`src/merge_data_pkg.sv`:
```
// Merge datapath definitions
// Element width, array size limits and the index types for A, B, C and M
`default_nettype none

package merge_data_pkg;

	// Element width
	localparam int DATA_W = 8;

	// Supported entries per input array
	localparam int MAX_DEPTH = 15;
	localparam int DEPTH_DEF = 4;

	// Index widths, an input index must also hold DEPTH itself
	localparam int IN_IDX_W  = $clog2(MAX_DEPTH + 1);
	localparam int OUT_IDX_W = $clog2(3 * MAX_DEPTH);

	typedef logic [DATA_W-1:0] data_t;

	// Index into A, B or C, the value DEPTH marks an exhausted source
	typedef logic [IN_IDX_W-1:0] in_idx_t;

	// Index into the merged array M
	typedef logic [OUT_IDX_W-1:0] out_idx_t;

endpackage

`default_nettype wire

```
`src/merge_ctrl_pkg.sv`:
```
// Merge control definitions
// State encoding, source select and live-source vector layout
`default_nettype none

package merge_ctrl_pkg;

	// Merge states are named after the sources still live
	typedef enum logic [3:0] {
		S_IDLE,
		S_ABC,
		S_AB,
		S_AC,
		S_BC,
		S_A,
		S_B,
		S_C,
		S_DONE
	} merge_state_t;

	// Source whose head goes to M this cycle
	typedef enum logic [1:0] {
		SRC_A,
		SRC_B,
		SRC_C
	} src_t;

	// Bit positions in the live vector
	localparam int LIVE_A = 2;
	localparam int LIVE_B = 1;
	localparam int LIVE_C = 0;

endpackage

`default_nettype wire

```
`src/merge_pick.sv`:
```
// Head selection for the three-way merge
// Picks the smallest head among the live sources, ties go A, then B, then C
`timescale 1ns/1ns
`default_nettype none

module merge_pick
(
	input  wire logic [2:0]            live,
	input  wire merge_data_pkg::data_t a_head,
	input  wire merge_data_pkg::data_t b_head,
	input  wire merge_data_pkg::data_t c_head,
	output merge_ctrl_pkg::src_t       sel
);

	import merge_ctrl_pkg::*;

	logic a_live;
	logic b_live;
	logic c_live;
	logic a_wins;
	logic b_wins;

	assign a_live = live[LIVE_A];
	assign b_live = live[LIVE_B];
	assign c_live = live[LIVE_C];

	// ----------------------------------------
	// Comparisons
	// ----------------------------------------
	// A dead source drops out of the compare before its head is looked at,
	// so the X read from an exhausted memory never reaches sel

	// A wins on equality against both others
	assign a_wins = a_live &&
		(!b_live || (a_head <= b_head)) &&
		(!c_live || (a_head <= c_head));

	// B must beat A strictly, but wins a tie with C
	assign b_wins = b_live &&
		(!a_live || (b_head < a_head)) &&
		(!c_live || (b_head <= c_head));

	always_comb
	begin
		if (a_wins)
			sel = SRC_A;
		else if (b_wins)
			sel = SRC_B;
		else
			// C, also the idle default when nothing is live
			sel = SRC_C;
	end

endmodule

`default_nettype wire

```
`src/merge_pointers.sv`:
```
// Read and write indexes of the merge engine
// Steps the selected source index and the M address, flags a source's last element
`timescale 1ns/1ns
`default_nettype none

module merge_pointers
#(
	parameter int DEPTH = merge_data_pkg::DEPTH_DEF
)
(
	input  wire logic                   Clk,
	input  wire logic                   rst_n,
	input  wire logic                   clear,
	input  wire logic                   advance,
	input  wire merge_ctrl_pkg::src_t   sel,
	output merge_data_pkg::in_idx_t     a_idx,
	output merge_data_pkg::in_idx_t     b_idx,
	output merge_data_pkg::in_idx_t     c_idx,
	output merge_data_pkg::out_idx_t    m_addr,
	output logic                        a_last,
	output logic                        b_last,
	output logic                        c_last
);

	import merge_data_pkg::*;
	import merge_ctrl_pkg::*;

	// Index of the final element in each input array
	localparam in_idx_t LAST_IDX = in_idx_t'(DEPTH - 1);

	// ----------------------------------------
	// Index registers
	// ----------------------------------------
	always_ff @(posedge Clk)
	begin
		if (!rst_n || clear)
		begin
			a_idx  <= '0;
			b_idx  <= '0;
			c_idx  <= '0;
			m_addr <= '0;
		end
		else if (advance)
		begin
			// Only the source just written moves on
			case (sel)
				SRC_A:   a_idx <= a_idx + 1'b1;
				SRC_B:   b_idx <= b_idx + 1'b1;
				default: c_idx <= c_idx + 1'b1;
			endcase
			m_addr <= m_addr + 1'b1;
		end
	end

	// ----------------------------------------
	// Last-element flags
	// ----------------------------------------
	// Only the selected source can raise its flag
	assign a_last = (sel == SRC_A) && (a_idx == LAST_IDX);
	assign b_last = (sel == SRC_B) && (b_idx == LAST_IDX);
	assign c_last = (sel == SRC_C) && (c_idx == LAST_IDX);

endmodule

`default_nettype wire

```
`src/merge_fsm.sv`:
```
// Merge control state machine
// Start and acknowledge handshake, live-source tracking and write enable
`timescale 1ns/1ns
`default_nettype none

module merge_fsm
(
	input  wire logic                 Clk,
	input  wire logic                 rst_n,
	input  wire logic                 start,
	input  wire logic                 ack,
	input  wire merge_ctrl_pkg::src_t sel,
	input  wire logic                 a_last,
	input  wire logic                 b_last,
	input  wire logic                 c_last,
	output logic [2:0]                live,
	output logic                      clear,
	output logic                      advance,
	output logic                      m_write,
	output logic                      done
);

	import merge_ctrl_pkg::*;

	merge_state_t state;
	merge_state_t state_nxt;
	logic         sel_last;
	logic         merging;

	// Last flag of the source written this cycle
	always_comb
	begin
		case (sel)
			SRC_A:   sel_last = a_last;
			SRC_B:   sel_last = b_last;
			default: sel_last = c_last;
		endcase
	end

	// ----------------------------------------
	// Next state
	// ----------------------------------------
	always_comb
	begin
		state_nxt = state;
		case (state)
			S_IDLE:
				if (start)
					state_nxt = S_ABC;
			// Drop the source that just gave up its last element
			S_ABC:
				if (sel_last)
				begin
					case (sel)
						SRC_A:   state_nxt = S_BC;
						SRC_B:   state_nxt = S_AC;
						default: state_nxt = S_AB;
					endcase
				end
			S_AB:
				if (sel_last)
					state_nxt = (sel == SRC_A) ? S_B : S_A;
			S_AC:
				if (sel_last)
					state_nxt = (sel == SRC_A) ? S_C : S_A;
			S_BC:
				if (sel_last)
					state_nxt = (sel == SRC_B) ? S_C : S_B;
			S_A, S_B, S_C:
				if (sel_last)
					state_nxt = S_DONE;
			S_DONE:
				if (ack)
					state_nxt = S_IDLE;
			default:
				state_nxt = S_IDLE;
		endcase
	end

	always_ff @(posedge Clk)
	begin
		if (!rst_n)
			state <= S_IDLE;
		else
			state <= state_nxt;
	end

	// ----------------------------------------
	// Outputs
	// ----------------------------------------
	// Live set, bit order A B C
	always_comb
	begin
		case (state)
			S_ABC:   live = 3'b111;
			S_AB:    live = 3'b110;
			S_AC:    live = 3'b101;
			S_BC:    live = 3'b011;
			S_A:     live = 3'b100;
			S_B:     live = 3'b010;
			S_C:     live = 3'b001;
			default: live = 3'b000;
		endcase
	end

	assign merging = (state != S_IDLE) && (state != S_DONE);

	// One element written per merge cycle
	assign m_write = merging;
	assign advance = merging;

	assign clear = (state == S_IDLE) && start;
	assign done  = (state == S_DONE);

endmodule

`default_nettype wire

```
`src/merge_sort_top.sv`:
```
// Three-way merge engine top level
// Merges presorted arrays A, B and C into M, one element per clock
`timescale 1ns/1ns
`default_nettype none

module merge_sort_top
#(
	parameter int DEPTH = merge_data_pkg::DEPTH_DEF
)
(
	input  wire logic                     Clk,
	input  wire logic                     rst_n,
	input  wire logic                     start,
	input  wire logic                     ack,
	output merge_data_pkg::in_idx_t       a_idx,
	output merge_data_pkg::in_idx_t       b_idx,
	output merge_data_pkg::in_idx_t       c_idx,
	input  wire merge_data_pkg::data_t    a_data,
	input  wire merge_data_pkg::data_t    b_data,
	input  wire merge_data_pkg::data_t    c_data,
	output logic                          m_write,
	output merge_data_pkg::out_idx_t      m_addr,
	output merge_data_pkg::data_t         m_data,
	output logic                          done
);

	import merge_ctrl_pkg::*;

	logic [2:0] live;
	src_t       sel;
	logic       clear;
	logic       advance;
	logic       a_last;
	logic       b_last;
	logic       c_last;

	// ----------------------------------------
	// Datapath
	// ----------------------------------------
	merge_pick u_merge_pick (
		.live   (live),
		.a_head (a_data),
		.b_head (b_data),
		.c_head (c_data),
		.sel    (sel)
	);

	merge_pointers #(
		.DEPTH (DEPTH)
	) u_merge_pointers (
		.Clk     (Clk),
		.rst_n   (rst_n),
		.clear   (clear),
		.advance (advance),
		.sel     (sel),
		.a_idx   (a_idx),
		.b_idx   (b_idx),
		.c_idx   (c_idx),
		.m_addr  (m_addr),
		.a_last  (a_last),
		.b_last  (b_last),
		.c_last  (c_last)
	);

	// Winning head goes straight to M
	always_comb
	begin
		case (sel)
			SRC_A:   m_data = a_data;
			SRC_B:   m_data = b_data;
			default: m_data = c_data;
		endcase
	end

	// ----------------------------------------
	// Control
	// ----------------------------------------
	merge_fsm u_merge_fsm (
		.Clk     (Clk),
		.rst_n   (rst_n),
		.start   (start),
		.ack     (ack),
		.sel     (sel),
		.a_last  (a_last),
		.b_last  (b_last),
		.c_last  (c_last),
		.live    (live),
		.clear   (clear),
		.advance (advance),
		.m_write (m_write),
		.done    (done)
	);

endmodule

`default_nettype wire

```
`config.mk`:
```
export PLATFORM = sky130hd
export DESIGN_NAME = merge_sort_top
export DESIGN_NICKNAME = d
export VERILOG_FILES = /design/src/merge_data_pkg.sv /design/src/merge_ctrl_pkg.sv /design/src/merge_pick.sv /design/src/merge_pointers.sv /design/src/merge_fsm.sv /design/src/merge_sort_top.sv
export SDC_FILE = /design/constraint.sdc
export NUM_CORES = 1
export LEC_CHECK = 0
export BUFFER_PORTS_ARGS = -buffer_cell sky130_fd_sc_hd__buf_2
export CORE_MARGIN = 1.5
export CORE_UTILIZATION = 40
export DETAILED_ROUTE_END_ITERATION = 12
export GPL_TIMING_DRIVEN = 0
export MAX_ROUTING_LAYER = met4
export SYNTH_ARGS = -nofsm -noshare
export SYNTH_HDL_FRONTEND = slang
export SYNTH_SLANG_ARGS = --single-unit
```
`constraint.sdc`:
```
create_clock -name Clk -period 7.2 [get_ports Clk]
set_input_delay 1.8 -clock Clk [delete_from_list [all_inputs] [get_ports Clk]]
set_output_delay 1.8 -clock Clk [all_outputs]
set_load 0.02 [all_outputs]
```
==> results.md <==
* Status: completed
* GRT Util Overall at 18.6%
* Fmax at 173 MHz
* Clk pwr share at 9.7%
* Clk sinks at 22
* Largest net degree at the start of global routing at 13
* Net Count, Synth at 288
* GP Congestion at 0.822
* Vias in the first global route at 1,682
* CP startpoint: b_data[7]
* Clk slew on worst S/H paths at 80 ps
* Crit-path cells: buf_2 > inv_1 > ha_1 > nand4_1 > nand2b_1 > a21oi_1 > o31ai_2 > a21oi_2 > buf_2 > nor3_1 > a221o_1 > buf_2
* Initial Utilization at 41.2%
* Final period utilization at 80.1%
* Clock Path Buffers at 2
* Yosys reg bits at 22
* Largest delay share family, worst path: compound AO/OA/AOI/OAI gates
* Simple-gate share of the synthesized area at 26.1%
* HP Start: u_merge_pointers.m_addr[1]
* Worst Hold Depth at 2
* Most frequent cell after synthesis: ha_1
* Netlist cell types at 49
* Comb power frac at 72.6%
* Total negative slack at 0 ps
* Critical path class: primary input to primary output
* Startpoint Class: primary input
* Minimum clock period after layout at just under 6000 ps
* Min-delay worst type: flip-flop to flip-flop
* Global route overflow at 0
* Synth top area share at 22.9%
* Crit path max fanout at 10
* Data required time at the worst endpoint at 5400 ps
* Switching share of power at about half
* Number of synthesized flops with an enable pin at 0
* Syn Inst Count at 232
* Pwr Total at about 0.9 mW
* Routed wire per std cell at 13.2 µm
* Latest clock arrival within the worst-skew pair at 260 ps
* Top cells by area, synth: dfxtp_1 23%, ha_1 18%, nor2_1 5.3%, a221o_1 4.7%, xor2_1 4.1%
* DP HPWL at 3590 µm
* Xor/xnor share of the synthesized area at 6.84%
* Placed Cells at 341
* Primary FF master, synth: dfxtp_1
* FF-to-FF Start: u_merge_fsm.state[1]
* Initial DRT Pass Iterations at 4
* Slowest CP cell: buf_2
* Synth Area per Inst at 8.28 µm²
* Crit-path most repeated cell: buf_2
* Antenna violations before repair at 0
* Num CTS Buffers at 3
* Max Slew Vio Count at 0
* Mux share of post-synthesis cell area at 3.13%
* DRT iter0 DRCs at 75
* Setup Fix Bufs, Post-CTS at 0
* Core Box Area at 0.00466 mm²
* Pint at 0.446 mW
* # DRC at 0
* Htree depth at 1
* Static Leak at between 1 and 1.5 nW
* Slew margin rel. at 69.3%
* Vias at 1,844
* RSZ-0062 raised after global routing: no
* CTS resizes at 0
* CTS root buffer: clkbuf_8
* Least-Margin Pin Slew at 461 ps
* Critical Path Max Stage Delay at 330 ps
* Synth warnings at 0
* Largest family of logic cells by synthesized area: simple AND/OR/NAND/NOR gates
* Synth async-reset ratio at 0%
* Area growth syn-to-layout at 20.7%
* Hold-fix buffers, CTS at 0
* Nets at about 350
* Drt total wl at 4560 µm
* # diodes at 0
* First-pass GRT wire length at 7620 µm
* Setup Skew at between 4 and 5 ps
* Port Buffers at 55
* P_sw at 0.468 mW
* PwrDens at 394 mW/mm²
* CTS tree: done
* Rows at 25
* Kind of end point of the critical path: primary output
* Buf+Inv Stages, Crit Path at 4
* Post-DR vias/cell at 5.34
* Max Cap Viol at 0
* Die width at 72.3 µm
* Sequential area share after synthesis at between 20% and 30%
* Worst VDD drop at 161 µV
* Post-Syn Area at 0.00192 mm²
* Final Setup Violations at 0
* Final Non-Filler Cells at 345
* Die area at 0.00523 mm²
* Compound-Gate Fraction of Synth Area at 16.5%
* Final ANT Viol Nets at 0
* Seq pwr share at 17.7%
* Synth top cells by count: 28 x ha_1, 27 x nor2_1, 22 x dfxtp_1
* Post-Synth Adder-Cell Area at 18.2%
* DIE HEIGHT at about 72 µm
* Cell count along the critical path at 12
* Layout cells sized above 1 at 26.5%
* Worst Path Arrival at 3970 ps
* FF-to-FF path depth at 6
* Io pins at 56
* Final hold vios at 0
* Area leader, netlist: dfxtp_1
-- per-stage QoR --
| step | hold WS, ps | worst slack (ps) | area, µm² | utilization [%] |
|---|---|---|---|---|
| detailed placement | 497 | 1440 | 2260 | 48.6 |
| CTS | 507 | 1420 | 2320 | 49.7 |
| global route | 533 | 1240 | 2320 | 49.7 |
| finish | 505 | 1430 | 2320 | 49.7 |
| floorplan | 522 | 1800 | 1920 | - |
| global placement | 478 | 1440 | 2260 | 48.6 |
-- layout by cell type (no fill, tap or decap), drive strengths merged, types with 3 or more instances in the layout --
cell,netlist,layout
clkbuf,1,5
nor3,13,13
nor2,28,28
inv,18,18
xnor2,6,6
nor2b,4,4
mux2i,6,6
nand4,10,10
ha,28,28
nand2,17,17
a21o,4,4
xor2,9,9
nand3,8,8
a221o,9,9
dfxtp,22,22
o31ai,3,3
nand2b,4,4
a21oi,11,11
buf,7,62
-- sequential cells by signal (all words and copies together) (netlist names) --
name	flops
u_merge_fsm.state	4
u_merge_pointers.a_idx	4
u_merge_pointers.b_idx	4
u_merge_pointers.c_idx	4
u_merge_pointers.m_addr	6
-- power by group through the flow --
stage | sequential [mW] | combinational (mW) | clock (mW)
2_1_floorplan | 0.176 | 0.485 | 0
3_3_place_gp | 0.164 | 0.662 | 0
3_5_place_dp | 0.164 | 0.663 | 0
4_1_cts | 0.162 | 0.666 | 0.0914
5_1_grt | 0.165 | 0.725 | 0.0965
6_report | 0.162 | 0.664 | 0.0888
-- cell families (layout without fill, tap and decap cells) --
logic type,after synthesis,count (layout)
xor+xnor,15,15
mux,6,6
buf+inv,27,86
simple gates,95,95
flops,22,22
compound gates,39,39
fa+ha+maj,28,28
-- per-layer routing --
layer	vias up	GRT usage (%)	wire length (µm)
li1	956	-	-
met1	837	25.7	2330
met2	44	29.3	2000
met3	7	1.67	196
met4	0	4.82	35
met5	-	-	0
-- worst register-to-register path, delay by kind of cell, from the launching register on --
kind,cells,cell delay [ps]
compound gates,1,480
flops,1,310
simple gates,2,500
buf+inv,3,870
-- worst paths after layout --
check | slack [ps] | to
worst max register to register | 4910 | u_merge_pointers.b_idx[2]
worst min-delay path | 510 | u_merge_pointers.m_addr[1]
worst min register to register | 510 | u_merge_pointers.m_addr[1]
worst max-delay path | 1430 | m_data[4]
-- final cells by class --
type                    count  area, µm²
fillers                   469       2340
multi-input cells         183       1360
flip-flops and latches     22        440
repair buffers             55        275
inverters                  19       71.3
well taps                  54       67.6
clock buffers               4       55.1
plain buffers               8       48.8
Power figures use the tool's default switching activity.
